--- config.mk ---
export PLATFORM = sky130hd
export DESIGN_NAME = reg_file
export DESIGN_NICKNAME = d
export VERILOG_FILES = /design/src/common/core_pkg.sv /design/src/hw/decode/reg_file.sv
export SDC_FILE = /design/constraint.sdc
export NUM_CORES = 2
export LEC_CHECK = 0
export ABC_AREA = 1
export BUFFER_PORTS_ARGS = -buffer_cell sky130_fd_sc_hd__buf_2
export CAP_MARGIN = 20
export CORE_MARGIN = 2
export CORE_UTILIZATION = 45
export CTS_BUF_LIST = sky130_fd_sc_hd__clkbuf_8
export DETAILED_ROUTE_END_ITERATION = 6
export HOLD_SLACK_MARGIN = 0.12
export MAX_ROUTING_LAYER = met4
export SKIP_LAST_GASP = 1
export SLEW_MARGIN = 20
export SYNTH_ARGS = -nofsm -noshare
export SYNTH_HDL_FRONTEND = slang
export SYNTH_SLANG_ARGS = --single-unit
--- constraint.sdc ---
create_clock -name clk -period 6.05 [get_ports clk]
set_clock_uncertainty 0.15 [all_clocks]
set_input_delay 0.9075 -clock clk [delete_from_list [all_inputs] [get_ports clk]]
set_output_delay 0.9075 -clock clk [all_outputs]
set_load 0.01 [all_outputs]
--- src/common/core_pkg.sv ---
package core_pkg;

	// Datapath and memory sizes
	localparam int xlen = 32;
	localparam int imem_words = 256;
	localparam int dmem_words = 256;

	// Host address map, byte addresses on paddr
	localparam int addr_w = 12;
	localparam int region_lsb = 10;                 // Each window spans 1 KiB
	localparam logic [addr_w-1:0] ctrl_addr = 12'h000;
	localparam logic [addr_w-1:0] imem_base = 12'h400;
	localparam logic [addr_w-1:0] dmem_base = 12'h800;

	typedef logic [4:0] reg_idx_t;
	typedef logic [xlen-1:0] word_t;
	typedef logic [$clog2(imem_words)-1:0] pc_t;    // Word address into imem

	// RV32I major opcodes kept by this core
	localparam logic [6:0] op_reg = 7'b0110011;
	localparam logic [6:0] op_imm = 7'b0010011;
	localparam logic [6:0] op_lui = 7'b0110111;
	localparam logic [6:0] op_load = 7'b0000011;
	localparam logic [6:0] op_store = 7'b0100011;
	localparam logic [6:0] op_system = 7'b1110011;  // ECALL halts the core

	typedef enum logic [3:0] {
		alu_add,
		alu_sub,
		alu_sll,
		alu_slt,
		alu_sltu,
		alu_xor,
		alu_srl,
		alu_sra,
		alu_or,
		alu_and,
		alu_pass_b                                  // LUI
	} alu_op_t;

	typedef enum logic [1:0] {
		wb_none,
		wb_alu,
		wb_load
	} wb_sel_t;

	// Decode to execute
	typedef struct packed {
		reg_idx_t rs1;
		reg_idx_t rs2;
		reg_idx_t rd;
		word_t op_a;        // Register file values at decode time
		word_t op_b;
		word_t imm;
		logic use_imm;
		alu_op_t alu_op;
		wb_sel_t wb_sel;
		logic is_store;
		logic is_halt;
	} dec_exe_t;

	// Execute to result
	typedef struct packed {
		reg_idx_t rd;
		word_t alu_res;     // Also the load/store byte address
		word_t store_data;
		wb_sel_t wb_sel;
		logic is_store;
		logic is_halt;
	} exe_res_t;

	typedef struct packed {
		logic we;
		reg_idx_t rd;
		word_t value;
	} wb_t;

	// Host side memory request
	typedef struct packed {
		logic we;
		logic [$clog2(dmem_words)-1:0] idx;
		word_t wdata;
	} host_mem_t;

endpackage

--- src/hw/decode/reg_file.sv ---
`timescale 1ns/100ps

module reg_file (
	input  logic clk,
	input  logic arst_n,
	input  core_pkg::reg_idx_t rs1,
	input  core_pkg::reg_idx_t rs2,
	output core_pkg::word_t rdata1,
	output core_pkg::word_t rdata2,
	input  core_pkg::wb_t wb
);

	core_pkg::word_t regs [32];

	always_ff @(posedge clk or negedge arst_n) begin
		if (!arst_n) begin
			for (int i = 0; i < 32; i++)
				regs[i] <= '0;
		end else if (wb.we && wb.rd != '0) begin
			regs[wb.rd] <= wb.value;    // x0 never written
		end
	end

	// Same-cycle write shows through to decode
	assign rdata1 = (wb.we && wb.rd != '0 && wb.rd == rs1) ? wb.value : regs[rs1];
	assign rdata2 = (wb.we && wb.rd != '0 && wb.rd == rs2) ? wb.value : regs[rs2];

endmodule

==> run summary <==
Core Util, Final: 0.4912
row count: 130
total CTS buffers: 181
Req. time, crit path: 4.99 ns
Min-Delay Path Class: input port to flip-flop
Post-DP HPWL: 106.9 mm
critical path type: input port to output pin
cell count after synthesis: 8,336
# DRC: 4
synth cell count leaders: 3,542 x nand2_1, 1,735 x nand3_1, 1,024 x dfrtp_1
Top FF cell, synth: dfrtp_1
Vias: 57,140
Most flops, register: regs
crit-path max FO: 103
Yosys reg bits: 1,024
Net Sw Frac: 0.3333
vias in the first global route: 54,260
Netlist cell types: 22
status: finished with violations
pin count of the biggest net entering global routing: 156
post-CTS setup buffers: 0
post-synthesis area per instance: 6.798 sq um
gpl congestion: 0.8368
count of input and output buffers: 113
cell area power density: 319.3 nW/um^2
worst slack, placed: 1.408 ns
synth top area cells: dfrtp_1 45%, nand2_1 23%, nand3_1 15%, o21ai_0 7.2%, clkbuf_1 4.4%
Max clock buf depth: 3
area leader, netlist: dfrtp_1
worst vdd ir: 0.2133 mV
mean routed wirelength per cell: 22.74 um
clk sinks: 1,024
Fin. Hold Viols: 0
TNS Setup: 0 ns
most common cell in the netlist: nand2_1
fin. max-slew vios: 0
Setup Viol. Count Final: 0
root buffer cell: clkbuf_8
Worst Hold Slack: 0.1992 ns
Psw: 6.547 mW
violated checks: design-rule violations
Period minus WS final: 4.765 ns
relative slew slack: 0.2175
Worst-path clk slew: 0.06 ns
wirelength, routed: 221.7 mm
number of synthesized flops with an enable pin: 0
synth warn: 0
period utilization: 0.7876
nets: 8,004
Iter 0 DRT Violations: 7,302
RSZ-0062 raised after global routing: no
clk_lat worst skew: 0.92 ns
CP endpoint kind: output pin
Max-Cap Viols: 0
Post-CTS Resized: 0
Total GRT Usage: 0.3511
Die ar.: 128,800 sq um
top cell type's share of synthesized area: 0.4522
Die H: 358.9 um
Comb power frac: 0.199
first-pass GRT wire length: 338.8 mm
Worst Tran Pin Value: 1.174 ns
ys async rst share: 1.000
Initial Util: 0.4525
die width: 358.9 um
CTS tree: yes
Seq pwr share: 0.466
# IOs: 114
post-synthesis sequential area ratio: 0.4522
total core area: 125,200 sq um
fmax: 209.9 MHz
hold-fix buffers at CTS: 1
Power Total: 19.64 mW
setup ws final: 1.285 ns
crit path DAT: 3.71 ns
antenna-violating nets left: 0
vias per cell: 5.860
CTS H-tree lvls: 4
GRT Residual Overflow: 0
syn_nets: 8,386
synthesized area: 56,670 sq um
share of cells above drive strength 1: 0.06376
leakage power: 29.41 nW
Layout area overhead: 8.553%
CP startpoint kind: input port
top flop regs: regs: 1024 flops
initial antenna violation count: 8
drt first pass iters: 7
Internal: 13.09 mW
clock power share: 0.335
Largest register FFs: 1,024
## power groups by stage
| stage | Clock (mW) | Sequential [mW] | Combinational [mW] |
|---|---|---|---|
| finish | 6.59 | 9.15 | 3.90 |
| global route | 7.00 | 9.32 | 4.50 |
| CTS | 6.67 | 9.11 | 3.88 |
| detailed placement | 0 | 9.22 | 3.87 |
| global placement | 0 | 9.19 | 3.78 |
| floorplan | 0 | 8.99 | 2.83 |
## cells in the final DEF, fill, tap and decap left out, drive strengths merged
cell,n
clkinv,15
dlygate4sd3,1
nor3,11
o211ai,2
nor4,1
diode,8
xor2,3
inv,148
nand4,3
clkbuf,243
nor2,162
dfrtp,1024
o21ai,837
clkinvlp,6
nand2,3550
buf,195
a21oi,157
nand3,1735
## final timing paths
path / to / startpoint / slack (ns) / depth (start not counted)
setup / recovery: rdata2[6] / rs2[0] / 1.29 / 10
min in group asynchronous: regs[905]$_DFFE_PN0P_ / arst_n / 0.43 / 2
max in group asynchronous: regs[376]$_DFFE_PN0P_ / arst_n / 3.87 / 3
hold reg to reg: regs[1022]$_DFFE_PN0P_ / regs[1022]$_DFFE_PN0P_ / 0.23 / 0
hold / removal: regs[542]$_DFFE_PN0P_ / wb[30] / 0.20 / 3
setup reg to reg: regs[694]$_DFFE_PN0P_ / regs[694]$_DFFE_PN0P_ / 5.13 / 2
## layout make-up
cell class | instances | area, sq um
clock inverters | 82 | 365.4
well taps | 1650 | 2064
repair buffers | 199 | 1769
fillers | 12790 | 63730
inverters | 87 | 376.6
clock buffers | 240 | 3303
flip-flops and latches | 1024 | 25620
multi-input cells | 6461 | 27990
diodes | 8 | 20.02
## cell families (layout without fill, tap and decap cells)
| group | Yosys count | count (layout) | share of synthesized area |
|---|---|---|---|
| flops | 1024 | 1024 | 0.4522 |
| simple gates | 5462 | 5462 | 0.4017 |
| other cells | 0 | 8 | 0 |
| compound gates | 996 | 996 | 0.08805 |
| xor+xnor | 3 | 3 | 0.0004637 |
| buf+inv | 851 | 608 | 0.05765 |
## per-layer routing
metal	routed length [um]	GRT usage	vias up
met2	97740	0.5315	3023
met1	91830	0.4630	27160
met4	8967	0.1386	0
met3	23190	0.07079	534
met5	0	-	-
li1	-	-	26420
## worst max-delay path, cell delays in order
cell and delay, ns:
buf_8 0.28, inv_8 0.67, nand2_1 0.10, nand4_1 0.13, nor3_1 0.06, nand2_2 0.07
buf_4 0.68, nand3_1 0.38, nand2_1 0.13, buf_2 0.14
## through the flow
step | cells | instance area, sq um
after global routing | 9748 | 61510
after floorplan | 8336 | 56670
after detailed placement | 9416 | 57730
after global placement | 9415 | 57700
final | 9751 | 61520
after CTS | 9739 | 61410
Note: power is estimated with default switching activity, not from simulation.
