### config.mk
export PLATFORM = sky130hd
export DESIGN_NAME = execute_stage
export DESIGN_NICKNAME = d
export VERILOG_FILES = /design/src/common/core_pkg.sv /design/src/hw/execute/execute_stage.sv
export SDC_FILE = /design/constraint.sdc
export NUM_CORES = 1
export LEC_CHECK = 0
export BUFFER_PORTS_ARGS = -buffer_cell sky130_fd_sc_hd__buf_4
export CORE_UTILIZATION = 40
export DETAILED_ROUTE_END_ITERATION = 10
export PLACE_DENSITY = 0.64
export SETUP_SLACK_MARGIN = 0.02
export SLEW_MARGIN = 30
export SYNTH_ARGS = -nofsm -noshare
export SYNTH_HDL_FRONTEND = slang
export SYNTH_SLANG_ARGS = --single-unit
### constraint.sdc
create_clock -name vclk -period 6.24
set_input_delay 0.624 -clock vclk [all_inputs]
set_output_delay 0.624 -clock vclk [all_outputs]
set_load 0.02 [all_outputs]
### src/common/core_pkg.sv
package core_pkg;

	// Datapath and memory sizes
	localparam int xlen = 32;
	localparam int imem_words = 256;
	localparam int dmem_words = 256;

	// Host address map, byte addresses on paddr
	localparam int addr_w = 12;
	localparam int region_lsb = 10;                 // Each window spans 1 KiB
	localparam logic [addr_w-1:0] ctrl_addr = 12'h000;
	localparam logic [addr_w-1:0] imem_base = 12'h400;
	localparam logic [addr_w-1:0] dmem_base = 12'h800;

	typedef logic [4:0] reg_idx_t;
	typedef logic [xlen-1:0] word_t;
	typedef logic [$clog2(imem_words)-1:0] pc_t;    // Word address into imem

	// RV32I major opcodes kept by this core
	localparam logic [6:0] op_reg = 7'b0110011;
	localparam logic [6:0] op_imm = 7'b0010011;
	localparam logic [6:0] op_lui = 7'b0110111;
	localparam logic [6:0] op_load = 7'b0000011;
	localparam logic [6:0] op_store = 7'b0100011;
	localparam logic [6:0] op_system = 7'b1110011;  // ECALL halts the core

	typedef enum logic [3:0] {
		alu_add,
		alu_sub,
		alu_sll,
		alu_slt,
		alu_sltu,
		alu_xor,
		alu_srl,
		alu_sra,
		alu_or,
		alu_and,
		alu_pass_b                                  // LUI
	} alu_op_t;

	typedef enum logic [1:0] {
		wb_none,
		wb_alu,
		wb_load
	} wb_sel_t;

	// Decode to execute
	typedef struct packed {
		reg_idx_t rs1;
		reg_idx_t rs2;
		reg_idx_t rd;
		word_t op_a;        // Register file values at decode time
		word_t op_b;
		word_t imm;
		logic use_imm;
		alu_op_t alu_op;
		wb_sel_t wb_sel;
		logic is_store;
		logic is_halt;
	} dec_exe_t;

	// Execute to result
	typedef struct packed {
		reg_idx_t rd;
		word_t alu_res;     // Also the load/store byte address
		word_t store_data;
		wb_sel_t wb_sel;
		logic is_store;
		logic is_halt;
	} exe_res_t;

	typedef struct packed {
		logic we;
		reg_idx_t rd;
		word_t value;
	} wb_t;

	// Host side memory request
	typedef struct packed {
		logic we;
		logic [$clog2(dmem_words)-1:0] idx;
		word_t wdata;
	} host_mem_t;

endpackage

### src/hw/execute/execute_stage.sv
`timescale 1ns/100ps

module execute_stage (
	input  core_pkg::dec_exe_t dec,
	input  logic dec_valid,
	input  core_pkg::exe_res_t res_fwd,
	input  logic res_valid,
	input  core_pkg::wb_t wb,
	output core_pkg::exe_res_t exe,
	output logic exe_valid,
	output core_pkg::reg_idx_t exe_rd,
	output logic exe_is_load
);

	core_pkg::word_t src_a;     // Forwarded rs1
	core_pkg::word_t src_b;     // Forwarded rs2, also the store data
	core_pkg::word_t opb;
	core_pkg::word_t alu_res;

	// Youngest producer wins, the result stage ahead of write-back
	function automatic core_pkg::word_t pick(
		input core_pkg::reg_idx_t src,
		input core_pkg::word_t read_val,
		input core_pkg::exe_res_t res_in,
		input logic res_ok,
		input core_pkg::wb_t wb_in
	);
		if (src == '0)
			return read_val;        // x0 reads zero already
		if (res_ok && res_in.wb_sel == core_pkg::wb_alu && res_in.rd == src)
			return res_in.alu_res;  // Loads excluded here
		if (wb_in.we && wb_in.rd == src)
			return wb_in.value;
		return read_val;
	endfunction

	assign src_a = pick(dec.rs1, dec.op_a, res_fwd, res_valid, wb);
	assign src_b = pick(dec.rs2, dec.op_b, res_fwd, res_valid, wb);
	assign opb = dec.use_imm ? dec.imm : src_b;

	always_comb begin
		case (dec.alu_op)
			core_pkg::alu_add: alu_res = src_a + opb;
			core_pkg::alu_sub: alu_res = src_a - opb;
			core_pkg::alu_sll: alu_res = src_a << opb[4:0];
			core_pkg::alu_slt: alu_res = core_pkg::word_t'($signed(src_a) < $signed(opb));
			core_pkg::alu_sltu: alu_res = core_pkg::word_t'(src_a < opb);
			core_pkg::alu_xor: alu_res = src_a ^ opb;
			core_pkg::alu_srl: alu_res = src_a >> opb[4:0];
			core_pkg::alu_sra: alu_res = core_pkg::word_t'($signed(src_a) >>> opb[4:0]);
			core_pkg::alu_or: alu_res = src_a | opb;
			core_pkg::alu_and: alu_res = src_a & opb;
			core_pkg::alu_pass_b: alu_res = opb;   // LUI immediate
			default: alu_res = '0;
		endcase
	end

	always_comb begin
		exe.rd = dec.rd;
		exe.alu_res = alu_res;
		exe.store_data = src_b;
		exe.wb_sel = dec.wb_sel;
		exe.is_store = dec.is_store;
		exe.is_halt = dec.is_halt;
	end

	assign exe_valid = dec_valid;

	// For the load-use check in decode
	assign exe_rd = dec.rd;
	assign exe_is_load = dec_valid && dec.wb_sel == core_pkg::wb_load;

endmodule

==> reports/qor.yml <==
status:
  status: "finished with violations"
  violations: "negative setup slack"
floorplan:
  die_x_microns: 167
  floorplan.initialDensity_pct: 41.2
  ios: 313
  dieHeight_microns: 167
  die_area_sq_um: 27800
  rows: 59
  coreArea_sq_um: 26400
power_and_ir_drop:
  pwr-share-clk_pct: 0
  intPower_mw: 0.891
  p_sw_share_pct: 57.7
  p_comb_share_pct: 100.0
  peakVddDrop_mv: 0.0904
  power_density_nw_per_um2: 127
  sequentialPowerShare_pct: 0
  power.switching_mw: 1.22
  p_leak_nw: 7.94
final_layout:
  fin_nets: 2513
  seq_cells: 0
  drive_gt1_share_pct: 38.6
  regArea_sq_um: 0
  multiInputGateArea_sq_um: 10600
  final_cell_area_sq_um: 16600
  clock_buffers: 0
  nFillCells: 2358
  final_cell_mix: "buf_4 (602), nor2_1 (186), mux2i_1 (149), nand2_1 (148), inv_1 (118)"
  n_antenna_cell: 0
  layout_commonest_cell: "buf_4"
  area_growth_pct: 52.5
place:
  io_buffers: 260
  gp_congestion: 1.17
  hpwlAfterDp_microns: 53800
  placed_area_sq_um: 15200
logic_synthesis:
  yosysWarningCount: 0
  synthTopCellsByArea: "mux2i_1 (15%), ha_1 (11%), nor2_1 (6.6%), o21ai_0 (5.4%), nand2_1 (5.2%)"
  syn_area_sq_um: 10900
  synth_nets: 2008
  ys_types: 84
  synth.avg_cell_area_sq_um: 6.48
  seq_area_frac_synth_pct: 0
  synth_top_cell_by_area: "mux2i_1"
  yosys.area.top_type_share_pct: 14.6
  syn_inst: 1675
hold_path:
  holdPathStages: 0
  hold_start: "dec[108]"
  holdPathEnd: "exe[71]"
  hold_class: "input port to primary output"
timing:
  rsz0062_at_grt: "yes"
  fmaxAchievable_mhz: 155
  finalHoldViolations: 0
  hold_ws_ns: 1.25
  min_period_ns: 6.46
  layout_setup_ws_ns: -0.225
  worst_pin_slew_ns: 0.897
  max_slew_margin_pct: 39.6
  setup_violations: 3
  finalMaxSlewViolations: 0
  min_period_over_period_pct: 104
route:
  wl_met3_microns: 7340
  top_layer: "met5"
  route.met2.wl_microns: 28900
  routed_wl_microns: 68200
  wl_per_cell_microns: 27.2
  postRouteAntennaNets: 0
  firstDrtPassIters: 6
  drc_errors: 0
  viasPerCell: 6.61
  vias: 16612
  drt_iter0_drc: 2356
  wl_met1_microns: 26500
global_routing:
  grt_usage_pct: 46.9
  grt_max_degree: 44
  grt.overflow.total: 0
  antenna_found_initial: 2
  grt_first_pass_wirelength_microns: 99600
  grt_pass1_vias: 15656
critical_path:
  cp.required_ns: 5.62
  cp.arrival_ns: 5.84
  cp_max_fo: 3
  path_delay_family: "compound AO/OA/AOI/OAI gates"
  critPathSlowestCell: "fa_2"
  worstSetupPathType: "input port to primary output"
  path_depth: 22
  worstSetupStartpointType: "input port"
  critPathMaxStageDelay_ns: 0.40
  cpMostUsedCell: "buf_4"
  crit_chain: "buf_4 -> buf_4 -> xnor2_1 -> nand2_1 -> nor3_2 -> buf_4 -> o41ai_2 -> o21ba_4 -> clkinv_8 -> fa_2 -> nor2b_4 -> o311ai_4 -> a21oi_2 -> or3b_4 -> a211o_1 -> o311a_4 -> o31a_1 -> a31o_1 -> and2_4 -> a31o_4 -> a211o_4 -> buf_6"
  path_buf_inv: 5
  crit_path_end_kind: "primary output"
job:
  cap_violations: 0
clocking:
  cts_hold_buf: 0
final cells by class:
class / instances / area share [%]
Multi-Input combinational cell: 1405 / 64.3
Timing Repair Buffer: 641 / 30.1
Inverter: 132 / 3.07
Tap cell: 335 / 2.53
Yosys cell counts, types with 34 or more instances:
cell	number
nand2_1	150
a221o_1	41
a22oi_1	38
o21ai_0	117
inv_1	127
clkbuf_1	84
mux2i_1	158
nor2_1	190
a21oi_1	107
a221oi_1	34
nor3_1	78
o22ai_1	34
ha_1	98
power groups by stage:
stage / combinational [mW] / sequential (mW) / clock (mW)
finish: 2.11 / 0 / 0
global route: 2.19 / 0 / 0
CTS: 1.95 / 0 / 0
detailed placement: 1.84 / 0 / 0
global placement: 1.83 / 0 / 0
floorplan: 0.989 / 0 / 0
stage by stage:
stage	worst slack [ns]	power, mW	std cells	utilization [%]	setup TNS [ns]
floorplan	-0.136	0.989	1675	-	-0.178
global placement	-0.538	1.83	2468	57.8	-3.45
detailed placement	-0.607	1.84	2468	57.8	-4.40
CTS	-0.135	1.95	2498	61.1	-0.270
global route	-0.292	2.19	2513	62.9	-0.964
finish	-0.225	2.11	2513	62.9	-0.405
repair_timing:
item	CTS	global route
setup endpoints to repair	17	21
endpoints found under the hold margin	0	0
cloned	2	0
resized for setup	132	82
pin swaps	64	24
setup buffers	29	15
layer usage:
layer	vias up	global-route usage, %
met1	7796	60.2
met2	1284	71.6
met5	-	0
li1	7244	-
met3	284	8.22
met4	4	31.3
worst max-delay path by stage:
stage                           start  endpoint  slack (ns)
after floorplan           res_fwd[72]   exe[66]       -0.14
after global placement       dec[111]   exe[66]       -0.54
after detailed placement  res_fwd[72]   exe[65]       -0.61
after CTS                 res_fwd[72]   exe[66]       -0.14
after global routing         dec[114]   exe[66]       -0.29
final                        dec[110]   exe[66]       -0.22
logic make-up (layout without fill, tap and decap cells):
| logic type | after synthesis | after routing | share of synthesized area [%] |
|---|---|---|---|
| compound gates | 565 | 565 | 36.7 |
| xor+xnor | 21 | 21 | 1.69 |
| fa+ha+maj | 100 | 100 | 11.7 |
| buf+inv | 271 | 773 | 10.7 |
| mux | 180 | 180 | 16.9 |
| simple gates | 538 | 539 | 22.4 |
(Power assumes the default switching activity.)
