`src/common/core_pkg.sv`:
```
package core_pkg;

	// Datapath and memory sizes
	localparam int xlen = 32;
	localparam int imem_words = 256;
	localparam int dmem_words = 256;

	// Host address map, byte addresses on paddr
	localparam int addr_w = 12;
	localparam int region_lsb = 10;                 // Each window spans 1 KiB
	localparam logic [addr_w-1:0] ctrl_addr = 12'h000;
	localparam logic [addr_w-1:0] imem_base = 12'h400;
	localparam logic [addr_w-1:0] dmem_base = 12'h800;

	typedef logic [4:0] reg_idx_t;
	typedef logic [xlen-1:0] word_t;
	typedef logic [$clog2(imem_words)-1:0] pc_t;    // Word address into imem

	// RV32I major opcodes kept by this core
	localparam logic [6:0] op_reg = 7'b0110011;
	localparam logic [6:0] op_imm = 7'b0010011;
	localparam logic [6:0] op_lui = 7'b0110111;
	localparam logic [6:0] op_load = 7'b0000011;
	localparam logic [6:0] op_store = 7'b0100011;
	localparam logic [6:0] op_system = 7'b1110011;  // ECALL halts the core

	typedef enum logic [3:0] {
		alu_add,
		alu_sub,
		alu_sll,
		alu_slt,
		alu_sltu,
		alu_xor,
		alu_srl,
		alu_sra,
		alu_or,
		alu_and,
		alu_pass_b                                  // LUI
	} alu_op_t;

	typedef enum logic [1:0] {
		wb_none,
		wb_alu,
		wb_load
	} wb_sel_t;

	// Decode to execute
	typedef struct packed {
		reg_idx_t rs1;
		reg_idx_t rs2;
		reg_idx_t rd;
		word_t op_a;        // Register file values at decode time
		word_t op_b;
		word_t imm;
		logic use_imm;
		alu_op_t alu_op;
		wb_sel_t wb_sel;
		logic is_store;
		logic is_halt;
	} dec_exe_t;

	// Execute to result
	typedef struct packed {
		reg_idx_t rd;
		word_t alu_res;     // Also the load/store byte address
		word_t store_data;
		wb_sel_t wb_sel;
		logic is_store;
		logic is_halt;
	} exe_res_t;

	typedef struct packed {
		logic we;
		reg_idx_t rd;
		word_t value;
	} wb_t;

	// Host side memory request
	typedef struct packed {
		logic we;
		logic [$clog2(dmem_words)-1:0] idx;
		word_t wdata;
	} host_mem_t;

endpackage

```
`src/hw/host_port.sv`:
```
`timescale 1ns/100ps

module host_port (
	input  logic clk,
	input  logic arst_n,
	input  logic psel,
	input  logic penable,
	input  logic pwrite,
	input  logic [core_pkg::addr_w-1:0] paddr,
	input  core_pkg::word_t pwdata,
	output core_pkg::word_t prdata,
	output logic pready,
	output logic pslverr,
	output logic start,
	input  logic halted,
	output core_pkg::host_mem_t host_imem,
	output core_pkg::host_mem_t host_dmem,
	input  core_pkg::word_t dmem_rdata
);

	localparam int aw = core_pkg::addr_w;
	localparam int rl = core_pkg::region_lsb;

	logic access;               // APB access phase
	logic aligned;
	logic ctrl_hit, imem_hit, dmem_hit;
	logic err;
	logic wr;                   // Completing, error-free write
	logic busy_q;

	assign access = psel && penable;
	assign aligned = paddr[1:0] == 2'b00;

	// Region decode
	assign ctrl_hit = paddr == core_pkg::ctrl_addr;
	assign imem_hit = aligned && paddr[aw-1:rl] == core_pkg::imem_base[aw-1:rl];
	assign dmem_hit = aligned && paddr[aw-1:rl] == core_pkg::dmem_base[aw-1:rl];
	assign err = !(ctrl_hit || imem_hit || dmem_hit);

	// Memories wait out a running program, control and errors never wait
	assign pready = access && (err || ctrl_hit || !busy_q);
	assign pslverr = access && err;
	assign wr = pready && pwrite && !err;

	// Restart ignored while a program runs
	assign start = wr && ctrl_hit && pwdata[0] && !busy_q;

	assign host_imem = '{we: wr && imem_hit, idx: paddr[rl-1:2], wdata: pwdata};
	assign host_dmem = '{we: wr && dmem_hit, idx: paddr[rl-1:2], wdata: pwdata};

	always_ff @(posedge clk or negedge arst_n) begin
		if (!arst_n)
			busy_q <= 1'b0;
		else if (start)
			busy_q <= 1'b1;
		else if (halted)
			busy_q <= 1'b0;    // Halt left the result stage
	end

	// Read data only in the completing cycle, imem reads back as zero
	always_comb begin
		prdata = '0;
		if (pready && !pwrite && !err) begin
			if (ctrl_hit)
				prdata = core_pkg::word_t'(busy_q);
			else if (dmem_hit)
				prdata = dmem_rdata;
		end
	end

endmodule

```
`config.mk`:
```
export PLATFORM = sky130hd
export DESIGN_NAME = host_port
export DESIGN_NICKNAME = d
export VERILOG_FILES = /design/src/common/core_pkg.sv /design/src/hw/host_port.sv
export SDC_FILE = /design/constraint.sdc
export NUM_CORES = 1
export LEC_CHECK = 0
export BUFFER_PORTS_ARGS = -buffer_cell sky130_fd_sc_hd__buf_2
export CORE_AREA = 2 2 78 80
export CTS_CLUSTER_DIAMETER = 150
export CTS_CLUSTER_SIZE = 16
export DETAILED_ROUTE_END_ITERATION = 10
export DIE_AREA = 0 0 80 82
export PLACE_DENSITY_LB_ADDON = 0.2
export SLEW_MARGIN = 40
export SYNTH_ARGS = -nofsm -noshare
export SYNTH_HDL_FRONTEND = slang
export SYNTH_SLANG_ARGS = --single-unit
export TNS_END_PERCENT = 20
```
`constraint.sdc`:
```
create_clock -name clk -period 4 [get_ports clk]
set_input_delay 0.8 -clock clk [delete_from_list [all_inputs] [get_ports clk]]
set_output_delay 0.8 -clock clk [all_outputs]
set_load 0.01 [all_outputs]
```
==> results of run 1 <==
## where the power goes
part           leakage, nW  internal [mW]  total, mW  switching (mW)
sequential          0.0140         0.0103     0.0103     0.000000866
clock                    0              0          0               0
combinational        0.622         0.0288     0.0527          0.0239
## metrics by stage
stage	cell area (um2)	setup WS, ns	hold slack (ns)	utilization, %
2_1_floorplan	1020	1.19	0.504	-
3_3_place_gp	1010	0.918	0.579	17.7
3_5_place_dp	1010	0.899	0.578	17.7
4_1_cts	1010	0.899	0.579	17.7
5_1_grt	1010	0.837	0.579	17.7
6_report	1010	0.920	0.577	17.7
## path summary, 6_finish.rpt
path / slack, ns / end / startpoint
hold / removal: 0.58 / busy_q$_DFFE_PN0P_ / arst_n
min in group clk: 0.63 / busy_q$_DFFE_PN0P_ / busy_q$_DFFE_PN0P_
max in group asynchronous: 3.34 / busy_q$_DFFE_PN0P_ / arst_n
setup reg to reg: 2.98 / busy_q$_DFFE_PN0P_ / busy_q$_DFFE_PN0P_
hold reg to reg: 0.63 / busy_q$_DFFE_PN0P_ / busy_q$_DFFE_PN0P_
setup / recovery: 0.92 / prdata[18] / paddr[1]
## per-layer routing
metal  GRT usage [%]  share of wire (%)  wire length, um  up-vias
met3            1.76                 16              391       10
li1                -                  -                -      404
met5               0                  0                0        -
met4            1.19                1.6               39        0
met1            5.85                 32              793      342
met2            11.6                 50             1230       91
## cells in the final DEF, fill, tap and decap left out
| cell type | synthesis | final |
|---|---|---|
| a21oi_1 | 1 | 1 |
| and3_1 | 1 | 1 |
| o21ai_0 | 1 | 1 |
| nor4_1 | 1 | 1 |
| buf_4 | 80 | 1 |
| or4b_4 | 1 | 1 |
| inv_1 | 1 | 1 |
| a2bb2o_1 | 1 | 1 |
| nand2_1 | 2 | 2 |
| nor3b_1 | 2 | 2 |
| nor2_1 | 3 | 3 |
| dfrtp_1 | 1 | 1 |
| and4b_1 | 2 | 2 |
| buf_2 | 0 | 105 |
| nor3_1 | 2 | 2 |
| nor4_4 | 1 | 1 |
| and2_1 | 31 | 31 |
| nand4_1 | 1 | 1 |
| or2_2 | 1 | 1 |
| xnor2_1 | 1 | 1 |
| o22ai_1 | 1 | 1 |
| nor2b_1 | 1 | 1 |
## cell usage after synthesis
cell type | instances | share of area, %
a21oi_1 | 1 | 0.49
a2bb2o_1 | 1 | 0.98
and2_1 | 31 | 19
and3_1 | 1 | 0.61
and4b_1 | 2 | 2.0
buf_4 | 80 | 59
buf_6 | 3 | 3.3
dfrtp_1 | 1 | 2.4
inv_1 | 1 | 0.37
nand2_1 | 2 | 0.73
nand4_1 | 1 | 0.61
nor2_1 | 3 | 1.1
nor2b_1 | 1 | 0.61
nor3_1 | 2 | 0.98
nor3b_1 | 2 | 1.5
nor4_1 | 1 | 0.61
nor4_4 | 1 | 2.1
o21ai_0 | 1 | 0.49
o22ai_1 | 1 | 0.61
or2_2 | 1 | 0.61
or4b_4 | 1 | 1.3
xnor2_1 | 1 | 0.86
## layout make-up
class	count	area, um2	share of cell area (%)
Inverter	1	3.75	0.370
Tap cell	75	93.8	9.25
Multi-Input combinational cell	54	359	35.4
Sequential cell	1	25.0	2.47
Timing Repair Buffer	106	533	52.5
## worst max-delay path, cell delays in order
cell and delay, ns:
buf_2 0.11, or4b_4 0.55, nor4_4 0.21, buf_4 0.29, and2_1 0.17, buf_2 0.13
## cells by family (layout without fill, tap and decap cells)
family / Yosys count / count (layout)
buffers and inverters: 84 / 107
xor gates and xnor gates: 1 / 1
DFF: 1 / 1
and+or+nand+nor: 49 / 49
AOI/OAI and AO/OA: 4 / 4
==> flow_summary.json, run 1 <==
{
  "outcome": "complete, no violations",
  "ys_ff_latch": 1,
  "grt_max_degree": 33,
  "cts_setup_buffers": 0,
  "critPathArrivalTime_ns": 2.28,
  "synthMuxAreaShare_pct": 0,
  "io_pins": 199,
  "die_area_um2": 6560,
  "reg_top3": "busy_q (1)",
  "fillCellCount": 664,
  "synthCells": 139,
  "reg2reg_depth": 3,
  "place_inst": 237,
  "synth-adder-area-share_pct": 0,
  "ys_seq_area_share_pct": 2.45,
  "vias": 847,
  "ant_nets": 0,
  "power.density_nw_per_um2": 62.1,
  "port_buffers": 105,
  "syn_area_per_cell_um2": 7.35,
  "path_class": "primary input to primary output",
  "n_antenna_cell": 0,
  "fin_worst_skew_ns": 0,
  "first_iter_violations": 4,
  "syn-num-nets": 221,
  "p_total_mw": 0.0630,
  "finalSetupTns_ns": 0,
  "synth_compound_area_share_pct": 2.57,
  "drive_above_1_share_pct": 67.3,
  "rsz0062_at_grt": "false",
  "finalMaxSlewViolations": 0,
  "fmax_mhz": 325,
  "tightest_slew_ns": 0.256,
  "cts_resized": 0,
  "final_net_count": 246,
  "totalWireLength_um": 2450,
  "top_register": "busy_q",
  "path_max_fanout": 32,
  "fin_crit_ns": 3.08,
  "grt_pass1_wl_um": 3080,
  "drc_errors": 0,
  "setup_viol": 0,
  "synth_simple_gate_area_share_pct": 31.7,
  "cap_violations": 0,
  "gp_congestion": 0.650,
  "clock_latency_ns": 0,
  "largest_reg_flops": 1,
  "leakagePower_nw": 0.636,
  "ir_drop_mv": 0.0365,
  "max_slew_margin_pct": 82.8,
  "hold_viol_final": 0,
  "antenna_found_initial": 0,
  "synth_cell_types": 22,
  "synth_warnings": 0,
  "post-dp-hpwl_um": 2190,
  "critPathRequiredTime_ns": 3.20,
  "grt_pass1_vias": 669,
  "die_h_um": 82,
  "area_growth_pct": -0.735,
  "track_usage_pct": 5.78,
  "start_kind": "primary input",
  "firstDrtPassIters": 2,
  "die_w_um": 80,
  "final_cells": 237,
  "wl_per_cell_um": 10.3,
  "cts_hold_buffers": 0,
  "coreArea_um2": 5750,
  "cp-end-kind": "primary output",
  "placementRows": 28,
  "clk_pin_slew_worst_paths_ns": 0,
  "initial_core_util_pct": 17.8,
  "synthXorXnorAreaFrac_pct": 0.857,
  "synth_area_um2": 1020,
  "post-route-period-util_pct": 77.0,
  "viasPerCell": 3.57,
  "synth_top_family_by_area": "buffers and inverters",
  "hp-class": "primary input to async pin",
  "globalRouteOverflowTotal": 0
}
Power figures use the tool's default switching activity.
==> run 2: changes to the inputs <==
--- a/config.mk
+++ b/config.mk
@@ -6,11 +6,11 @@
 export NUM_CORES = 1
 export LEC_CHECK = 0
 export BUFFER_PORTS_ARGS = -buffer_cell sky130_fd_sc_hd__buf_2
-export CORE_AREA = 2 2 78 80
+export CORE_AREA = 2 2 76 78
 export CTS_CLUSTER_DIAMETER = 150
 export CTS_CLUSTER_SIZE = 16
 export DETAILED_ROUTE_END_ITERATION = 10
-export DIE_AREA = 0 0 80 82
+export DIE_AREA = 0 0 78 80
 export PLACE_DENSITY_LB_ADDON = 0.2
 export SLEW_MARGIN = 40
 export SYNTH_ARGS = -nofsm -noshare
==> constraint.sdc (replaced) <==
create_clock -name clk -period 2.7 [get_ports clk]
set_input_delay 0.54 -clock clk [delete_from_list [all_inputs] [get_ports clk]]
set_output_delay 0.54 -clock clk [all_outputs]
set_load 0.01 [all_outputs]
==> flow_summary.json, run 2 (same netlist as run 1, synthesis figures left out) <==
{
  "outcome": "complete, no violations",
  "gp_congestion": 0.649,
  "rsz0062_at_grt": "false",
  "fmax_mhz": 395,
  "grt_max_degree": 33,
  "p_int_mw": 0.0584,
  "initial_core_util_pct": 18.9,
  "critPathArrivalTime_ns": 1.99,
  "globalRouteOverflowTotal": 0,
  "final_common_cell": "buf_2",
  "cap_violations": 0,
  "vias": 862,
  "track_usage_pct": 8.00,
  "finalSetupTns_ns": 0,
  "switchingPower_mw": 0.0379,
  "place_area_um2": 1020,
  "top_register": "busy_q",
  "final_cells": 234,
  "final_util_pct": 18.9,
  "grt_pass1_vias": 818,
  "finalInstanceArea_um2": 1020,
  "sequentialPowerShare_pct": 15.9,
  "clkPwrFrac_pct": 0,
  "start_kind": "primary input",
  "fin_crit_ns": 2.53,
  "finalMaxSlewViolations": 0,
  "drive_above_1_share_pct": 67.3,
  "cts_hold_buffers": 0,
  "reg_top3": "busy_q (1)",
  "area_growth_pct": 0.122,
  "hold_viol_final": 0,
  "wl_per_cell_um": 12.8,
  "fin_worst_skew_ns": 0,
  "grt_pass1_wl_um": 3960,
  "setup_viol": 0,
  "coreArea_um2": 5410,
  "leakagePower_nw": 0.638,
  "p_sw_share_pct": 39.4,
  "totalWireLength_um": 2990,
  "port_buffers": 105,
  "drc_errors": 0,
  "path_max_fanout": 32,
  "max_slew_margin_pct": 70.8,
  "critPathRequiredTime_ns": 2.16,
  "path_class": "primary input to primary output",
  "clock_latency_ns": 0,
  "die_h_um": 80,
  "ir_drop_mv": 0.0227,
  "power.density_nw_per_um2": 94.1,
  "die_area_um2": 6240,
  "die_w_um": 78,
  "n_antenna_cell": 0,
  "cp-end-kind": "primary output",
  "viasPerCell": 3.68,
  "first_iter_violations": 11,
  "post-dp-hpwl_um": 2680,
  "tightest_slew_ns": 0.434,
  "layout_common_cells": "105 x buf_2, 31 x and2_1, 3 x nor2_1",
  "final_net_count": 246,
  "antenna_found_initial": 0,
  "placementRows": 27,
  "combPwrFrac_pct": 84.1,
  "largest_reg_flops": 1,
  "p_total_mw": 0.0963,
  "hp-class": "primary input to async pin",
  "cts_resized": 0,
  "clk_pin_slew_worst_paths_ns": 0,
  "firstDrtPassIters": 2,
  "cts_setup_buffers": 0,
  "ant_nets": 0,
  "place_inst": 234,
  "post-route-period-util_pct": 93.7,
  "io_pins": 199
}
[run 2: cell counts in the layout (fill, tap and decap cells not counted)]
Identical to the previous run, type by type.
[run 2: stage by stage]
stage          setup WS [ns]  hold slack (ns)
4_1_cts                0.173            0.317
5_1_grt                0.115            0.319
6_report               0.171            0.315
3_3_place_gp           0.182            0.317
3_5_place_dp           0.171            0.317
2_1_floorplan          0.414            0.244
[run 2: final cells by class]
class                           instances  area [um2]
Fill cell                             621        4380
Timing Repair Buffer                  106         546
Multi-Input combinational cell         54         359
Tap cell                               72        90.1
Sequential cell                         1        25.0
Inverter                                1        3.75
[run 2: power by group through the flow]
stage               sequential (mW)  combinational (mW)  clock [mW]
floorplan                    0.0153               0.136           0
global placement             0.0153              0.0834           0
detailed placement           0.0153              0.0827           0
CTS                          0.0153              0.0832           0
global route                 0.0153              0.0880           0
finish                       0.0153              0.0810           0
[run 2: worst paths after layout]
path / end / slack [ns] / start / cells after the start
min in group clk: busy_q$_DFFE_PN0P_ / 0.66 / busy_q$_DFFE_PN0P_ / 2
worst min register to register: busy_q$_DFFE_PN0P_ / 0.66 / busy_q$_DFFE_PN0P_ / 2
max in group asynchronous: busy_q$_DFFE_PN0P_ / 2.30 / arst_n / 1
worst min-delay path: busy_q$_DFFE_PN0P_ / 0.32 / arst_n / 1
worst max register to register: busy_q$_DFFE_PN0P_ / 1.60 / busy_q$_DFFE_PN0P_ / 3
worst max-delay path: prdata[29] / 0.17 / paddr[1] / 6
[run 2: worst max-delay path, cell delays in order]
cell	delay, ns
buf_2	0.11
or4b_4	0.55
nor4_4	0.27
buf_12	0.20
and2_1	0.18
buf_2	0.14
[run 2: per-layer routing]
layer / vias up / global-route usage [%] / wire length [um]
li1: 402 / - / -
met3: 12 / 3.39 / 460
met4: 0 / 1.58 / 39
met2: 96 / 19.2 / 1720
met5: - / 0 / 0
met1: 352 / 5.04 / 774
==> run 3: changes to the inputs <==
--- a/config.mk
+++ b/config.mk
@@ -11,7 +11,7 @@
 export CTS_CLUSTER_SIZE = 16
 export DETAILED_ROUTE_END_ITERATION = 10
 export DIE_AREA = 0 0 78 80
-export PLACE_DENSITY_LB_ADDON = 0.2
+export PLACE_DENSITY_LB_ADDON = 0.12
 export SLEW_MARGIN = 40
 export SYNTH_ARGS = -nofsm -noshare
 export SYNTH_HDL_FRONTEND = slang
==> flow_summary.json, run 3 (same netlist as run 1, synthesis figures left out) <==
{
  "finalMaxSlewViolations": 0,
  "die_w_um": 78,
  "max_slew_margin_pct": 76.7,
  "antenna_found_initial": 0,
  "path_max_fanout": 31,
  "fillCellCount": 612,
  "multi_input_area_um2": 359,
  "leakagePower_nw": 0.638,
  "die_h_um": 80,
  "globalRouteOverflowTotal": 0,
  "drc_errors": 0,
  "place_area_um2": 1020,
  "place_inst": 234,
  "grt_pass1_wl_um": 3660,
  "cts_setup_buffers": 0,
  "fmax_mhz": 402,
  "start_kind": "primary input",
  "path_class": "primary input to primary output",
  "reg_top3": "busy_q (1)",
  "largest_reg_flops": 1,
  "power.density_nw_per_um2": 91.6,
  "final_cells": 234,
  "regArea_um2": 25.0,
  "layout_common_cells": "105 x buf_2, 31 x and2_1, 3 x nor2_1",
  "port_buffers": 105,
  "clk_pin_slew_worst_paths_ns": 0,
  "critPathArrivalTime_ns": 1.95,
  "hold_viol_final": 0,
  "track_usage_pct": 7.24,
  "cp-end-kind": "primary output",
  "grt_max_degree": 32,
  "cap_violations": 0,
  "fin_worst_skew_ns": 0,
  "tightest_slew_ns": 0.347,
  "coreArea_um2": 5410,
  "finalInstanceArea_um2": 1020,
  "p_sw_share_pct": 38.0,
  "post-dp-hpwl_um": 2560,
  "whs_ns": 0.315,
  "outcome": "complete, no violations",
  "wl_per_cell_um": 12.2,
  "drive_above_1_share_pct": 67.3,
  "clock_latency_ns": 0,
  "initial_core_util_pct": 18.9,
  "top_register": "busy_q",
  "post-route-period-util_pct": 92.1,
  "placementRows": 27,
  "area_growth_pct": 0.122,
  "switchingPower_mw": 0.0356,
  "critPathRequiredTime_ns": 2.16,
  "viasPerCell": 3.71,
  "hp-class": "primary input to async pin",
  "totalWireLength_um": 2850,
  "n_antenna_cell": 0,
  "final_common_cell": "buf_2",
  "io_pins": 199,
  "setup_viol": 0,
  "ant_nets": 0,
  "combPwrFrac_pct": 83.7,
  "p_int_mw": 0.0582,
  "finalSetupTns_ns": 0,
  "rsz0062_at_grt": "false",
  "grt_pass1_vias": 755,
  "firstDrtPassIters": 2,
  "clkPwrFrac_pct": 0,
  "cts_resized": 0,
  "fin_crit_ns": 2.49,
  "gp_congestion": 0.659,
  "cts_hold_buffers": 0,
  "ff2ff_setup_slack_ns": 1.65,
  "vias": 869,
  "ir_drop_mv": 0.0270,
  "sequentialPowerShare_pct": 16.3,
  "first_iter_violations": 5,
  "die_area_um2": 6240,
  "final_net_count": 246
}
==> run 3: routing by layer <==
| layer | global-route usage [%] | share of wire (%) |
|---|---|---|
| met4 | 0.175 | 0 |
| met3 | 3.39 | 18 |
| met5 | 0 | 0 |
| met2 | 16.8 | 55 |
| met1 | 5.31 | 27 |
==> run 3: power groups by stage <==
stage | clock, mW | sequential [mW] | combinational (mW)
after floorplan | 0 | 0.0153 | 0.136
after global placement | 0 | 0.0153 | 0.0800
final | 0 | 0.0153 | 0.0785
after detailed placement | 0 | 0.0153 | 0.0792
after global routing | 0 | 0.0153 | 0.0864
after CTS | 0 | 0.0153 | 0.0796
==> run 3: per-stage QoR <==
| step | utilization, % | power [mW] | setup WS, ns |
|---|---|---|---|
| 2_1_floorplan | - | 0.151 | 0.414 |
| 3_3_place_gp | 18.9 | 0.0953 | 0.195 |
| 3_5_place_dp | 18.9 | 0.0945 | 0.199 |
| 4_1_cts | 18.9 | 0.0949 | 0.198 |
| 5_1_grt | 18.9 | 0.102 | 0.156 |
| 6_report | 18.9 | 0.0937 | 0.212 |
==> run 3: cell type report <==
class                           instances  share of cell area (%)
Timing Repair Buffer                  106                    53.3
Multi-Input combinational cell         54                    35.1
Sequential cell                         1                    2.44
Tap cell                               72                    8.80
Inverter                                1                   0.367
==> run 3: worst paths after layout <==
check | start | end | cells past startpoint
worst max register to register | busy_q$_DFFE_PN0P_ | busy_q$_DFFE_PN0P_ | 3
worst max-delay path | paddr[1] | prdata[5] | 6
worst min-delay path | arst_n | busy_q$_DFFE_PN0P_ | 1
min in group clk | busy_q$_DFFE_PN0P_ | busy_q$_DFFE_PN0P_ | 2
max in group asynchronous | arst_n | busy_q$_DFFE_PN0P_ | 1
worst min register to register | busy_q$_DFFE_PN0P_ | busy_q$_DFFE_PN0P_ | 2
==> run 3: critical path, cell delays in order <==
cell and delay [ns]:
buf_2 0.11, or4b_4 0.55, nor4_4 0.29, buf_12 0.20
and2_1 0.14, buf_2 0.12
